`config.mk`:
```
export PLATFORM = sky130hd
export DESIGN_NAME = mipi_line_read
export DESIGN_NICKNAME = d
export VERILOG_FILES = /design/src/mlr_pkg.sv /design/src/mlr_cfg_if.sv /design/src/mlr_word_if.sv /design/src/mlr_reg_bank.sv /design/src/mlr_fetch.sv /design/src/mlr_unpack.sv /design/src/mipi_line_read.sv
export SDC_FILE = /design/constraint.sdc
export NUM_CORES = 1
export LEC_CHECK = 0
export ABC_AREA = 1
export BUFFER_PORTS_ARGS = -buffer_cell sky130_fd_sc_hd__buf_4
export CAP_MARGIN = 20
export CORE_ASPECT_RATIO = 1.1
export CORE_MARGIN = 1
export CORE_UTILIZATION = 40
export CTS_CLUSTER_SIZE = 24
export DETAILED_ROUTE_END_ITERATION = 10
export RECOVER_POWER = 25
export SYNTH_ARGS = -nofsm -noshare
export SYNTH_HDL_FRONTEND = slang
export SYNTH_SLANG_ARGS = --single-unit
```
`constraint.sdc`:
```
create_clock -name clk_kernel -period 3.2 [get_ports clk_kernel]
set_input_delay 0.32 -clock clk_kernel [delete_from_list [all_inputs] [get_ports clk_kernel]]
set_output_delay 0.32 -clock clk_kernel [all_outputs]
set_load 0.05 [all_outputs]
```
`src/mlr_pkg.sv`:
```
package mlr_pkg;

    localparam int DATA_W       = 12;   // pixel width
    localparam int PIX_PER_BEAT = 4;
    localparam int BUS_W        = 64;   // memory data width
    localparam int DIM_W        = 13;   // width / height counters
    localparam int REG_A_W      = 12;
    localparam int ADR_W        = 32;
    localparam int OFS_W        = 16;   // line offset
    localparam int FIDX_W       = 16;

    // pixel packing in memory, code 3 falls back to RAW8
    typedef enum logic [1:0] {
        RAW8  = 2'd0,
        RAW10 = 2'd1,
        RAW12 = 2'd2
    } pack_fmt_e;

    typedef enum logic [REG_A_W-1:0] {
        CTRL      = 12'h000,  // bit0 start, bit1 sof enable
        FMT       = 12'h004,
        START_ADR = 12'h008,
        LINE_OFS  = 12'h00C,
        WIDTH     = 12'h010,  // in beats
        HEIGHT    = 12'h014,
        FIDX      = 12'h018,
        STATUS    = 12'h01C,  // bit0 done (w1c), bit1 busy
        IRQ_EN    = 12'h020
    } reg_addr_e;

    typedef enum logic [1:0] {
        IDLE  = 2'd0,
        RUN   = 2'd1,
        DRAIN = 2'd2
    } fetch_state_e;

endpackage

```
`src/mlr_cfg_if.sv`:
```
interface mlr_cfg_if;

    logic                       start;      // one-cycle pulse
    mlr_pkg::pack_fmt_e         pack_fmt;
    logic [mlr_pkg::ADR_W-1:0]  start_adr;
    logic [mlr_pkg::OFS_W-1:0]  line_ofs;
    logic [mlr_pkg::DIM_W-1:0]  width;
    logic [mlr_pkg::DIM_W-1:0]  height;

    modport source (
        output start, pack_fmt, start_adr, line_ofs, width, height
    );

    modport sink (
        input start, pack_fmt, start_adr, line_ofs, width, height
    );

    // unpacker side, format plus frame start for its flags
    modport fmt_rd (
        input start, pack_fmt
    );

endinterface

```
`src/mlr_word_if.sv`:
```
interface mlr_word_if;

    logic                       valid;
    logic [mlr_pkg::BUS_W-1:0]  data;
    logic                       last_pix;   // last beat of a line
    logic                       last_line;  // beat belongs to the last line
    logic                       pop;        // credit back to fetch

    modport source (
        output valid, data, last_pix, last_line,
        input  pop
    );

    modport sink (
        input  valid, data, last_pix, last_line,
        output pop
    );

endinterface

```
`src/mlr_reg_bank.sv`:
```
module mlr_reg_bank (
    input  logic                         clk_kernel,
    input  logic                         rst,
    input  logic                         ioa_cs,
    input  logic                         ioa_wr,
    input  logic                         ioa_rd,
    input  logic [mlr_pkg::REG_A_W-1:0]  ioa_a,
    input  logic [31:0]                  ioa_wdata,
    output logic                         ioa_rdy,
    output logic [31:0]                  ioa_rdata,
    input  logic                         frame_done,
    mlr_cfg_if.source                    cfg,
    output logic                         sof_en,
    output logic [mlr_pkg::FIDX_W-1:0]   fidx,
    output logic                         interrupt
);

    logic                 busy;
    logic                 done;
    logic                 irq_en;
    logic                 acc;
    logic                 wr_en;
    logic [31:0]          rd_val;
    mlr_pkg::reg_addr_e   reg_sel;

    assign acc     = ioa_cs & (ioa_wr | ioa_rd);
    assign wr_en   = ioa_cs & ioa_wr;
    assign reg_sel = mlr_pkg::reg_addr_e'(ioa_a);

    assign interrupt = done & irq_en;

    always_comb begin
        rd_val = '0;
        case (reg_sel)
            mlr_pkg::CTRL:      rd_val = {30'b0, sof_en, 1'b0};  // start reads 0
            mlr_pkg::FMT:       rd_val = 32'(cfg.pack_fmt);
            mlr_pkg::START_ADR: rd_val = 32'(cfg.start_adr);
            mlr_pkg::LINE_OFS:  rd_val = 32'(cfg.line_ofs);
            mlr_pkg::WIDTH:     rd_val = 32'(cfg.width);
            mlr_pkg::HEIGHT:    rd_val = 32'(cfg.height);
            mlr_pkg::FIDX:      rd_val = 32'(fidx);
            mlr_pkg::STATUS:    rd_val = {30'b0, busy, done};
            mlr_pkg::IRQ_EN:    rd_val = {31'b0, irq_en};
            default:            rd_val = '0;
        endcase
    end

    always_ff @(posedge clk_kernel) begin
        if (rst) begin
            ioa_rdy       <= 1'b0;
            ioa_rdata     <= '0;
            cfg.start     <= 1'b0;
            cfg.pack_fmt  <= mlr_pkg::RAW8;
            cfg.start_adr <= '0;
            cfg.line_ofs  <= '0;
            cfg.width     <= '0;
            cfg.height    <= '0;
            sof_en        <= 1'b0;
            fidx          <= '0;
            irq_en        <= 1'b0;
            busy          <= 1'b0;
            done          <= 1'b0;
        end else begin
            ioa_rdy   <= acc;
            cfg.start <= 1'b0;
            if (acc) begin
                ioa_rdata <= ioa_rd ? rd_val : '0;
            end

            // frame settings only change between frames
            if (wr_en && !busy) begin
                case (reg_sel)
                    mlr_pkg::CTRL: begin
                        sof_en    <= ioa_wdata[1];
                        cfg.start <= ioa_wdata[0];
                        busy      <= ioa_wdata[0];
                    end
                    mlr_pkg::FMT:       cfg.pack_fmt  <= mlr_pkg::pack_fmt_e'(ioa_wdata[1:0]);
                    mlr_pkg::START_ADR: cfg.start_adr <= ioa_wdata[mlr_pkg::ADR_W-1:0];
                    mlr_pkg::LINE_OFS:  cfg.line_ofs  <= ioa_wdata[mlr_pkg::OFS_W-1:0];
                    mlr_pkg::WIDTH:     cfg.width     <= ioa_wdata[mlr_pkg::DIM_W-1:0];
                    mlr_pkg::HEIGHT:    cfg.height    <= ioa_wdata[mlr_pkg::DIM_W-1:0];
                    mlr_pkg::FIDX:      fidx          <= ioa_wdata[mlr_pkg::FIDX_W-1:0];
                    default: ;
                endcase
            end

            if (wr_en && reg_sel == mlr_pkg::IRQ_EN) begin
                irq_en <= ioa_wdata[0];
            end

            if (frame_done) begin
                done <= 1'b1;
                busy <= 1'b0;
            end else if (wr_en && reg_sel == mlr_pkg::STATUS && ioa_wdata[0]) begin
                done <= 1'b0;  // write one to clear
            end
        end
    end

    // no second start until the unpacker reports the frame out
    a_one_start_per_frame: assert property (
        @(posedge clk_kernel) disable iff (rst)
        cfg.start |=> (!cfg.start throughout frame_done[->1])
    );

endmodule

```
`src/mlr_fetch.sv`:
```
module mlr_fetch #(
    parameter int FIFO_DEPTH_W = 2
) (
    input  logic                         clk_kernel,
    input  logic                         rst,
    mlr_cfg_if.sink                      cfg,
    output logic                         mem_cmdval,
    output logic [mlr_pkg::ADR_W-1:0]    mem_addr,
    input  logic                         mem_cmdack,
    input  logic                         mem_rspval,
    input  logic [mlr_pkg::BUS_W-1:0]    mem_rdata,
    mlr_word_if.source                   word
);

    localparam int DEPTH = 1 << FIFO_DEPTH_W;

    mlr_pkg::fetch_state_e        state;
    logic [mlr_pkg::DIM_W-1:0]    beat_cnt;
    logic [mlr_pkg::DIM_W-1:0]    line_cnt;
    logic [mlr_pkg::ADR_W-1:0]    line_base;
    logic [FIFO_DEPTH_W:0]        credit_cnt;   // issued, not yet popped by unpack
    logic                         cmd_acc;
    logic                         last_beat;
    logic                         last_row;

    // response tags, in command order
    logic [1:0]                   tag_mem [DEPTH];
    logic [FIFO_DEPTH_W-1:0]      tag_wr;
    logic [FIFO_DEPTH_W-1:0]      tag_rd;
    logic [FIFO_DEPTH_W:0]        tag_cnt;

    assign last_beat  = beat_cnt == cfg.width - 1'b1;
    assign last_row   = line_cnt == cfg.height - 1'b1;
    assign mem_cmdval = (state == mlr_pkg::RUN) && !credit_cnt[FIFO_DEPTH_W];
    assign cmd_acc    = mem_cmdval & mem_cmdack;

    assign word.valid     = mem_rspval;
    assign word.data      = mem_rdata;
    assign word.last_line = tag_mem[tag_rd][1];
    assign word.last_pix  = tag_mem[tag_rd][0];

    always_ff @(posedge clk_kernel) begin
        if (rst) begin
            state    <= mlr_pkg::IDLE;
            beat_cnt <= '0;
            line_cnt <= '0;
        end else begin
            case (state)
                mlr_pkg::IDLE: begin
                    if (cfg.start) begin
                        state    <= mlr_pkg::RUN;
                        beat_cnt <= '0;
                        line_cnt <= '0;
                    end
                end
                mlr_pkg::RUN: begin
                    if (cmd_acc) begin
                        beat_cnt <= last_beat ? '0 : beat_cnt + 1'b1;
                        if (last_beat) begin
                            line_cnt <= line_cnt + 1'b1;
                            if (last_row) state <= mlr_pkg::DRAIN;
                        end
                    end
                end
                default: begin
                    if (tag_cnt == '0) state <= mlr_pkg::IDLE;  // all responses in
                end
            endcase
        end
    end

    // address walk
    always_ff @(posedge clk_kernel) begin
        if (state == mlr_pkg::IDLE && cfg.start) begin
            line_base <= cfg.start_adr;
            mem_addr  <= cfg.start_adr;
        end else if (cmd_acc) begin
            if (last_beat) begin
                line_base <= line_base + mlr_pkg::ADR_W'(cfg.line_ofs);
                mem_addr  <= line_base + mlr_pkg::ADR_W'(cfg.line_ofs);
            end else begin
                mem_addr  <= mem_addr + 8;
            end
        end
    end

    always_ff @(posedge clk_kernel) begin
        if (rst) begin
            credit_cnt <= '0;
            tag_cnt    <= '0;
            tag_wr     <= '0;
            tag_rd     <= '0;
        end else begin
            case ({cmd_acc, word.pop})
                2'b10:   credit_cnt <= credit_cnt + 1'b1;
                2'b01:   credit_cnt <= credit_cnt - 1'b1;
                default: ;
            endcase
            case ({cmd_acc, mem_rspval})
                2'b10:   tag_cnt <= tag_cnt + 1'b1;
                2'b01:   tag_cnt <= tag_cnt - 1'b1;
                default: ;
            endcase
            if (cmd_acc) tag_wr <= tag_wr + 1'b1;
            if (mem_rspval) tag_rd <= tag_rd + 1'b1;
        end
    end

    always_ff @(posedge clk_kernel) begin
        if (cmd_acc) tag_mem[tag_wr] <= {last_row, last_beat};
    end

    a_rsp_has_cmd: assert property (
        @(posedge clk_kernel) disable iff (rst)
        mem_rspval |-> tag_cnt != '0
    );

endmodule

```
`src/mlr_unpack.sv`:
```
module mlr_unpack #(
    parameter int FIFO_DEPTH_W = 2
) (
    input  logic                         clk_kernel,
    input  logic                         rst,
    mlr_cfg_if.fmt_rd                    pack_fmt,
    input  logic                         sof_en,
    mlr_word_if.sink                     word,
    input  logic                         pix_req,
    output logic                         pix_rdy,
    output logic [mlr_pkg::DATA_W-1:0]   pix_data_0,
    output logic [mlr_pkg::DATA_W-1:0]   pix_data_1,
    output logic [mlr_pkg::DATA_W-1:0]   pix_data_2,
    output logic [mlr_pkg::DATA_W-1:0]   pix_data_3,
    output logic                         pix_heff,
    output logic                         pix_veff,
    output logic                         pix_sof,
    output logic                         pix_eol,
    output logic                         frame_done
);

    localparam int DEPTH = 1 << FIFO_DEPTH_W;
    localparam int DW    = mlr_pkg::DATA_W;
    localparam int ENT_W = mlr_pkg::BUS_W + 2;

    logic [ENT_W-1:0]          q_mem [DEPTH];
    logic [FIFO_DEPTH_W-1:0]   q_wr;
    logic [FIFO_DEPTH_W-1:0]   q_rd;
    logic [FIFO_DEPTH_W:0]     q_cnt;
    logic [ENT_W-1:0]          head;
    logic                      xfer;
    logic                      sof_pend;
    logic [DW-1:0]             pix [mlr_pkg::PIX_PER_BEAT];

    assign head     = q_mem[q_rd];
    assign pix_rdy  = q_cnt != '0;
    assign xfer     = pix_req & pix_rdy;
    assign word.pop = xfer;

    assign pix_heff   = pix_rdy;
    assign pix_eol    = pix_rdy & head[mlr_pkg::BUS_W];
    assign pix_sof    = pix_rdy & sof_pend & sof_en;
    assign frame_done = xfer & head[mlr_pkg::BUS_W+1] & head[mlr_pkg::BUS_W];

    // slice the head word from bit 0 up, zero-padded
    always_comb begin
        for (int i = 0; i < mlr_pkg::PIX_PER_BEAT; i++) begin
            case (pack_fmt.pack_fmt)
                mlr_pkg::RAW10: pix[i] = DW'(head[i*10 +: 10]);
                mlr_pkg::RAW12: pix[i] = head[i*12 +: 12];
                default:        pix[i] = DW'(head[i*8 +: 8]);
            endcase
        end
    end

    assign pix_data_0 = pix[0];
    assign pix_data_1 = pix[1];
    assign pix_data_2 = pix[2];
    assign pix_data_3 = pix[3];

    always_ff @(posedge clk_kernel) begin
        if (word.valid) q_mem[q_wr] <= {word.last_line, word.last_pix, word.data};
    end

    always_ff @(posedge clk_kernel) begin
        if (rst) begin
            q_wr     <= '0;
            q_rd     <= '0;
            q_cnt    <= '0;
            pix_veff <= 1'b0;
            sof_pend <= 1'b0;
        end else begin
            if (word.valid) q_wr <= q_wr + 1'b1;
            if (xfer) q_rd <= q_rd + 1'b1;
            case ({word.valid, xfer})
                2'b10:   q_cnt <= q_cnt + 1'b1;
                2'b01:   q_cnt <= q_cnt - 1'b1;
                default: ;
            endcase

            if (pack_fmt.start) begin
                pix_veff <= 1'b1;
                sof_pend <= 1'b1;
            end else begin
                if (xfer) sof_pend <= 1'b0;
                if (frame_done) pix_veff <= 1'b0;  // drops after last beat
            end
        end
    end

    // fetch credits keep the queue from filling past its depth
    a_queue_no_overflow: assert property (
        @(posedge clk_kernel) disable iff (rst)
        word.valid |-> !q_cnt[FIFO_DEPTH_W]
    );

endmodule

```
`src/mipi_line_read.sv`:
```
module mipi_line_read #(
    parameter int FIFO_DEPTH_W = 2
) (
    input  logic                         clk_kernel,
    input  logic                         rst,
    // register bus
    input  logic                         ioa_cs,
    input  logic                         ioa_wr,
    input  logic                         ioa_rd,
    input  logic [mlr_pkg::REG_A_W-1:0]  ioa_a,
    input  logic [31:0]                  ioa_wdata,
    output logic                         ioa_rdy,
    output logic [31:0]                  ioa_rdata,
    // memory read bus
    output logic                         mem_cmdval,
    output logic [mlr_pkg::ADR_W-1:0]    mem_addr,
    input  logic                         mem_cmdack,
    input  logic                         mem_rspval,
    input  logic [mlr_pkg::BUS_W-1:0]    mem_rdata,
    // pixel stream
    input  logic                         pix_req,
    output logic                         pix_rdy,
    output logic [mlr_pkg::DATA_W-1:0]   pix_data_0,
    output logic [mlr_pkg::DATA_W-1:0]   pix_data_1,
    output logic [mlr_pkg::DATA_W-1:0]   pix_data_2,
    output logic [mlr_pkg::DATA_W-1:0]   pix_data_3,
    output logic                         pix_heff,
    output logic                         pix_veff,
    output logic                         pix_sof,
    output logic                         pix_eol,
    output logic [mlr_pkg::FIDX_W-1:0]   pix_fidx,
    output logic                         interrupt
);

    logic   frame_done;
    logic   sof_en;

    mlr_cfg_if  cfg ();
    mlr_word_if word ();

    mlr_reg_bank u_reg_bank (
        .clk_kernel (clk_kernel),
        .rst        (rst),
        .ioa_cs     (ioa_cs),
        .ioa_wr     (ioa_wr),
        .ioa_rd     (ioa_rd),
        .ioa_a      (ioa_a),
        .ioa_wdata  (ioa_wdata),
        .ioa_rdy    (ioa_rdy),
        .ioa_rdata  (ioa_rdata),
        .frame_done (frame_done),
        .cfg        (cfg.source),
        .sof_en     (sof_en),
        .fidx       (pix_fidx),
        .interrupt  (interrupt)
    );

    mlr_fetch #(
        .FIFO_DEPTH_W (FIFO_DEPTH_W)
    ) u_fetch (
        .clk_kernel (clk_kernel),
        .rst        (rst),
        .cfg        (cfg.sink),
        .mem_cmdval (mem_cmdval),
        .mem_addr   (mem_addr),
        .mem_cmdack (mem_cmdack),
        .mem_rspval (mem_rspval),
        .mem_rdata  (mem_rdata),
        .word       (word.source)
    );

    mlr_unpack #(
        .FIFO_DEPTH_W (FIFO_DEPTH_W)
    ) u_unpack (
        .clk_kernel (clk_kernel),
        .rst        (rst),
        .pack_fmt   (cfg.fmt_rd),
        .sof_en     (sof_en),
        .word       (word.sink),
        .pix_req    (pix_req),
        .pix_rdy    (pix_rdy),
        .pix_data_0 (pix_data_0),
        .pix_data_1 (pix_data_1),
        .pix_data_2 (pix_data_2),
        .pix_data_3 (pix_data_3),
        .pix_heff   (pix_heff),
        .pix_veff   (pix_veff),
        .pix_sof    (pix_sof),
        .pix_eol    (pix_eol),
        .frame_done (frame_done)
    );

endmodule

```
== Word level (Yosys, flattened, before mapping) ==
Memories as Yosys holds them, arrays and structs flattened. A register that Yosys moved wholly into a read port is not among the register bits.
Cells that the tools add are included.
Word-level totals
  register bits: 241
  memory bits (writable): 272
  bits of input ports: 116
  output and inout bits: 136
  logic and storage cells: 158
  memories: 2
Memory list
  u_unpack.q_mem: depth 4, bits a word 66, rd ports 1, clocked after memory_dff 1, write ports 1, line mlr_unpack.sv:26  | logic [ENT_W-1:0] q_mem [DEPTH];
  u_fetch.tag_mem: depth 4, bits a word 2, rd ports 1, clocked after memory_dff 1, write ports 1, line mlr_fetch.sv:27  | logic [1:0] tag_mem [DEPTH];
Cells by class
  add/subtract/negate cells: 16
  equality and inequality tests: 23
  muxes and demuxes: 42
  bitwise operators: 13
  reductions and logical operators: 35
Operator list (count)
  one-hot mux 32 bit (9 select lines): 1
  two-way mux 32 bit: 7
  one-hot mux 12 bit (2 select lines): 4
  two-way mux 13 bit: 5
  one-hot mux 13 bit (2 select lines): 2
  == test 12 x 5 -> 1 bit, second input constant: 4
  adder 32 x 16 -> 32 bit: 1
  adder 32 x 4 -> 32 bit, second input constant: 1
  adder 13 x 1 -> 13 bit, second input constant: 2
  == test 13 bit: 2
  subtractor 13 x 1 -> 13 bit, second input constant: 2
  == test 12 x 4 -> 1 bit, second input constant: 2
  two-way mux 2 bit: 9
  one-hot mux 3 bit (2 select lines): 3
  nonzero test 2 bit: 9
  AND reduction 2 bit: 8
  == test 12 x 3 -> 1 bit, second input constant: 1
  == test 12 x 6 -> 1 bit, second input constant: 1
  zero test 12 bit: 1
  bitwise AND 1 bit: 10
  == test 2 x 1 -> 1 bit, second input constant: 5
  two-way mux 1 bit: 10
  adder 3 x 1 -> 3 bit, second input constant: 3
  subtractor 3 x 1 -> 3 bit, second input constant: 3
  other kinds (17): 33

== Logic depth before layout (Yosys ltp) ==
  word-level depth: 6
  mapped depth: 16
  depth with buffers taken out: 16

== Cells and area by module ==
Synthesis repeated with hierarchy kept, for this count alone.
Unflattened totals
  cell total of the unflattened synthesis: 2759
  area, all modules: 23318.6 µm²
Modules (own cells, without submodules)
  mlr_fetch: times used 1, cells each 1258, area an instance 8949.8 µm², seq. area each 2962.8 µm²
  mlr_unpack: times used 1, cells each 728, area an instance 8650.8 µm², seq. area each 6226.0 µm²
  mlr_reg_bank: times used 1, cells each 773, area an instance 5718.0 µm², seq. area each 2602.5 µm²

== Least setup slack after synthesis ==
Ideal clock, no wire load.
  path kind: register to output
  start: register u_reg_bank.cfg.pack_fmt[0]
  end: output pix_data_3[8] (netlist bit)
  arrival: 2671 ps
  data required time: 2880 ps
  path slack: 209 ps
  stages on the path, launching flop included: 8
  buffers on the path: 2
  cell sequence: dfxtp_1 inv_1 ha_1 clkbuf_1 nor2_1 inv_1 clkbuf_1 o21ai_0
Between the ends
  word-level cells in the longest chain between the ends: 2
  elaborated cells on any way between the ends: 3
  those cells by class: 2 x eq/ne; 1 x mux
Ends and longest elaborated chain
  start: declaration: line mlr_cfg_if.sv:11  | output start, pack_fmt, start_adr, line_ofs, width, height
  start signal: assignment: line mlr_reg_bank.sv:53  | cfg.pack_fmt <= mlr_pkg::RAW8;
  start signal: assignment: line mlr_reg_bank.sv:78  | mlr_pkg::FMT: cfg.pack_fmt <= mlr_pkg::pack_fmt_e'(ioa_wdata[1:0]);
  == test 2 bit or == test 2 x 1 -> 1 bit (tied branches): line mlr_unpack.sv:48  | case (pack_fmt.pack_fmt)
  one-hot mux 12 bit (2 select lines) *: line mlr_unpack.sv:48
  end: declaration: line mipi_line_read.sv:26  | output logic [mlr_pkg::DATA_W-1:0] pix_data_3,
Mark *: on every way between the ends. The rest lies on a longest branch, timed or not.

== Worst setup path in the final report ==
  start: register u_reg_bank.cfg.pack_fmt[0]
  end: output pix_data_3[2] (netlist bit)
Same word-level chain as after synthesis.

==> impl_metrics.env <==
export IMPL_fin_skew_ps=20.0
export IMPL_antenna_found_initial=2
export IMPL_io_buffers=235
export IMPL_hold_class="in -> reg"
export IMPL_power_density_nw_per_um2=547
export IMPL_wl_um=65400
export IMPL_path_clk_slew_ps=60
export IMPL_drv_slew=208
export IMPL_start_util_pct=40.5
export IMPL_cts_root_buf="clkbuf_16"
export IMPL_status="finished with violations"
export IMPL_drt_initial_drc_count=1332
export IMPL_io_pins=252
export IMPL_r2r_cells=15
export IMPL_antenna_left=0
export IMPL_clockBufferDepth=3
export IMPL_finalSetupViolations=0
export IMPL_vdd_drop_max_mv=0.326
export IMPL_grt_pass1_wl_um=101000
export IMPL_rsz0062_at_grt="no"
export IMPL_setup_tns_ps=0
export IMPL_p_sw_mw=4.00
export IMPL_track_usage_pct=23.6
export IMPL_leakage_nw=10.1
export IMPL_chipWidth_um=224
export IMPL_dp_cells=3352
export IMPL_r2r_end="u_fetch.mem_addr[16]$_DFFE_PP_"
export IMPL_clock_sinks=453
export IMPL_min_from="ioa_wdata[19]"
export IMPL_worstSetupPathType="reg -> out"
export IMPL_p_clk_share_pct=40.8
export IMPL_seq_area_frac_synth_pct=54.2
export IMPL_fmaxAchievable_mhz=332
export IMPL_dp_hpwl_um=46400
export IMPL_area_growth_pct=21.7
export IMPL_clk_latency_ps=600
export IMPL_fin_cells=3505
export IMPL_ctsHtreeMaxLevel=2
export IMPL_place_gp_congestion=0.890
export IMPL_fin_crit_sh_pct=94.2
export IMPL_worstMarginPinSlew_ps=1770
export IMPL_die_height_um=247
export IMPL_swShare_pct=27.7
export IMPL_final_nets=2889
export IMPL_slew_headroom_pct=-18.1
export IMPL_syn_area_per_cell_um2=8.85
export IMPL_worstPathRequired_ps=2880
export IMPL_hold_viol=0
export IMPL_via_count=18400
export IMPL_core_um2=53700
export IMPL_maxCapViolCount=3
export IMPL_drc=0
export IMPL_min_path_cells=3
export IMPL_async_flop_share_pct=0
export IMPL_overflow=0
export IMPL_p_int_mw=10.5
export IMPL_synth_area_um2=21700
export IMPL_synth_main_ff_cell="edfxtp_1"
export IMPL_crit_path_max_fanout=12
export IMPL_cp_end_kind="output pin"
export IMPL_wl_per_cell_um=18.7
export IMPL_synth_distinct_cells=56
export IMPL_combinationalPowerShare_pct=15.2
export IMPL_grt_max_degree=114
export IMPL_holdPathEnd="u_reg_bank.cfg.start_adr[19]$_SDFFE_PP0P_"
export IMPL_r2r_start="u_reg_bank.cfg.width[0]$_SDFFE_PP0P_"
export IMPL_dieArea_um2=55300
export IMPL_seqPwrFrac_pct=44.0
export IMPL_rows=89
export IMPL_start_kind="flip-flop"
export IMPL_fin_crit_ps=3010
export IMPL_drive_above_1_share_pct=13.7
export IMPL_drtPass1Iterations=7
export IMPL_synth_cells=2455
export IMPL_grt_pass1_vias=18100
export IMPL_viasPerCell=5.26
export IMPL_synth_edff_count=272
export IMPL_cts_made_buffers=49
export IMPL_violations="max-capacitance violations, max-slew violations"
export IMPL_ys_warn_count=0
export IMPL_synth_seq_cells=453
export IMPL_r2r_setup_slack_ps=340
export IMPL_syn_nets=2609
export IMPL_arrival_ps=2690
export IMPL_final_util_pct=49.3
export IMPL_finalPower_mw=14.5
export IMPL_cts_tree="done"
sequential cells by signal, indices dropped and copies added, names as in the netlist, 2 cells and up, named ones only:
signal                    count
u_fetch.beat_cnt             13
u_fetch.credit_cnt            3
u_fetch.line_base            32
u_fetch.line_cnt             13
u_fetch.mem_addr             32
u_fetch.state                 2
u_fetch.tag_cnt               3
u_fetch.tag_mem               8
u_fetch.tag_rd                2
u_fetch.tag_wr                2
u_reg_bank.cfg.height        13
u_reg_bank.cfg.line_ofs      16
u_reg_bank.cfg.pack_fmt       2
u_reg_bank.cfg.start_adr     32
u_reg_bank.cfg.width         13
u_reg_bank.fidx              16
u_reg_bank.ioa_rdata         32
u_unpack.q_cnt                3
u_unpack.q_mem              200
u_unpack.q_rd                 2
u_unpack.q_wr                 2
synth_stat cells, types with 10 or more instances:
| cell | count | area share [%] |
|---|---|---|
| edfxtp_1 | 272 | 38 |
| nand4_1 | 22 | 0.63 |
| o22ai_1 | 57 | 1.6 |
| clkbuf_1 | 85 | 1.5 |
| nor2_1 | 200 | 3.5 |
| dfxtp_1 | 181 | 17 |
| a21oi_1 | 221 | 5.1 |
| xnor2_1 | 25 | 1.0 |
| xor2_1 | 41 | 1.7 |
| nand2_1 | 507 | 8.8 |
| nor3_1 | 28 | 0.64 |
| a32o_1 | 24 | 1.1 |
| o21ai_0 | 222 | 5.1 |
| nor2_2 | 10 | 0.29 |
| nand2_2 | 14 | 0.40 |
| ha_1 | 34 | 2.0 |
| o31ai_1 | 11 | 0.38 |
| o221ai_1 | 23 | 0.93 |
| inv_1 | 255 | 4.4 |
| nand3_1 | 104 | 2.4 |
worst max-delay path by stage:
stage	start	slack (ps)	to
floorplan	u_reg_bank.cfg.pack_fmt[0]$_SDFFE_PP0P_	210	pix_data_3[8]
finish	u_reg_bank.cfg.pack_fmt[0]$_SDFFE_PP0P_	190	pix_data_3[2]
global route	u_reg_bank.cfg.width[0]$_SDFFE_PP0P_	80	u_fetch.mem_addr[12]$_DFFE_PP_
CTS	u_reg_bank.cfg.pack_fmt[0]$_SDFFE_PP0P_	90	pix_data_3[2]
global placement	u_reg_bank.cfg.width[0]$_SDFFE_PP0P_	390	u_fetch.mem_addr[16]$_DFFE_PP_
detailed placement	u_reg_bank.cfg.width[0]$_SDFFE_PP0P_	410	u_fetch.mem_addr[20]$_DFFE_PP_
power groups by stage:
stage                     logic [mW]  clock network, mW  registers, mW
after floorplan                 1.41                  0           6.49
after global placement          2.13                  0           6.49
after detailed placement        2.16                  0           6.50
after CTS                       2.23               6.04           6.37
after global routing            2.36               6.27           6.38
final                           2.19               5.91           6.37
stage by stage:
stage | setup WS [ps] | hold slack, ps | cell area [um2]
3_3_place_gp | 394 | 432 | 24300
4_1_cts | 94.0 | 1.99 | 26600
3_5_place_dp | 413 | 436 | 24300
2_1_floorplan | 209 | 412 | 21700
6_report | 187 | 20.0 | 26400
5_1_grt | 78.7 | 16.2 | 26400
layout make-up:
cell class	instances	area, um2
Tap cell	728	911
Timing Repair Buffer	331	2500
Multi-Input combinational cell	1636	8540
Clock buffer	71	1490
Antenna cell	1	2.50
Clock inverter	21	216
Fill cell	5137	27200
Timing Repair inverter	1	7.51
Inverter	263	997
Sequential cell	453	11800
layer usage:
| metal | track usage, % | part of all wire, % | vias up |
|---|---|---|---|
| li1 | - | - | 8972 |
| met1 | 30.1 | 43 | 8760 |
| met2 | 41.0 | 48 | 590 |
| met3 | 3.92 | 5.8 | 102 |
| met4 | 6.74 | 2.4 | 2 |
| met5 | 0 | 0.020 | - |
worst max-delay path, cell delays in order, from the launching register on:
cell and delay [ps]:
dfxtp_1 330, inv_1 80, ha_2 390, nor2_1 130
buf_4 230, clkinvlp_4 290, o221ai_1 370, buf_4 270
cells by family after synthesis:
group                    share of synthesized area (%)
AO/OA/AOI/OAI                                     16.0
XOR/XNOR                                          2.73
adder cells (fa/ha/maj)                           2.33
buffers and inverters                             6.54
flip-flops                                        54.2
AND/OR/NAND/NOR                                   18.1
layout by cell type (no fill, tap or decap), types with 8 or more instances in the layout:
| master | synthesis | final |
|---|---|---|
| nor2_1 | 200 | 199 |
| a32o_1 | 24 | 24 |
| nand2_2 | 14 | 15 |
| o21ai_0 | 222 | 222 |
| nand4_1 | 22 | 22 |
| o221ai_1 | 23 | 23 |
| or2_2 | 8 | 8 |
| nor2_2 | 10 | 11 |
| xor2_1 | 41 | 41 |
| dlygate4sd3_1 | 0 | 57 |
| o211ai_1 | 9 | 9 |
| o21bai_1 | 8 | 8 |
| edfxtp_1 | 272 | 272 |
| a21oi_2 | 9 | 9 |
| a21oi_1 | 221 | 221 |
| o31ai_1 | 11 | 11 |
| inv_1 | 255 | 249 |
| nand3b_1 | 8 | 8 |
| clkinv_2 | 0 | 9 |
| nor4_1 | 9 | 9 |
| buf_4 | 4 | 217 |
| nand3_1 | 104 | 103 |
| nand2_1 | 507 | 506 |
| o22ai_1 | 57 | 57 |
| inv_2 | 6 | 10 |
| xnor2_1 | 25 | 25 |
| clkbuf_16 | 0 | 54 |
| dfxtp_1 | 181 | 180 |
| ha_1 | 34 | 33 |
| nor3_1 | 28 | 28 |
| clkbuf_1 | 85 | 60 |
what timing repair did:
action                                  CTS  global route
endpoints found under the setup margin   17             7
setup buffers                             2             0
endpoints found under the hold margin   201             0
hold buffers                             57             0
pin swaps                                 0             0
cloned                                    1             0
gates resized for setup                   4             1
Power figures use the tool's default switching activity.
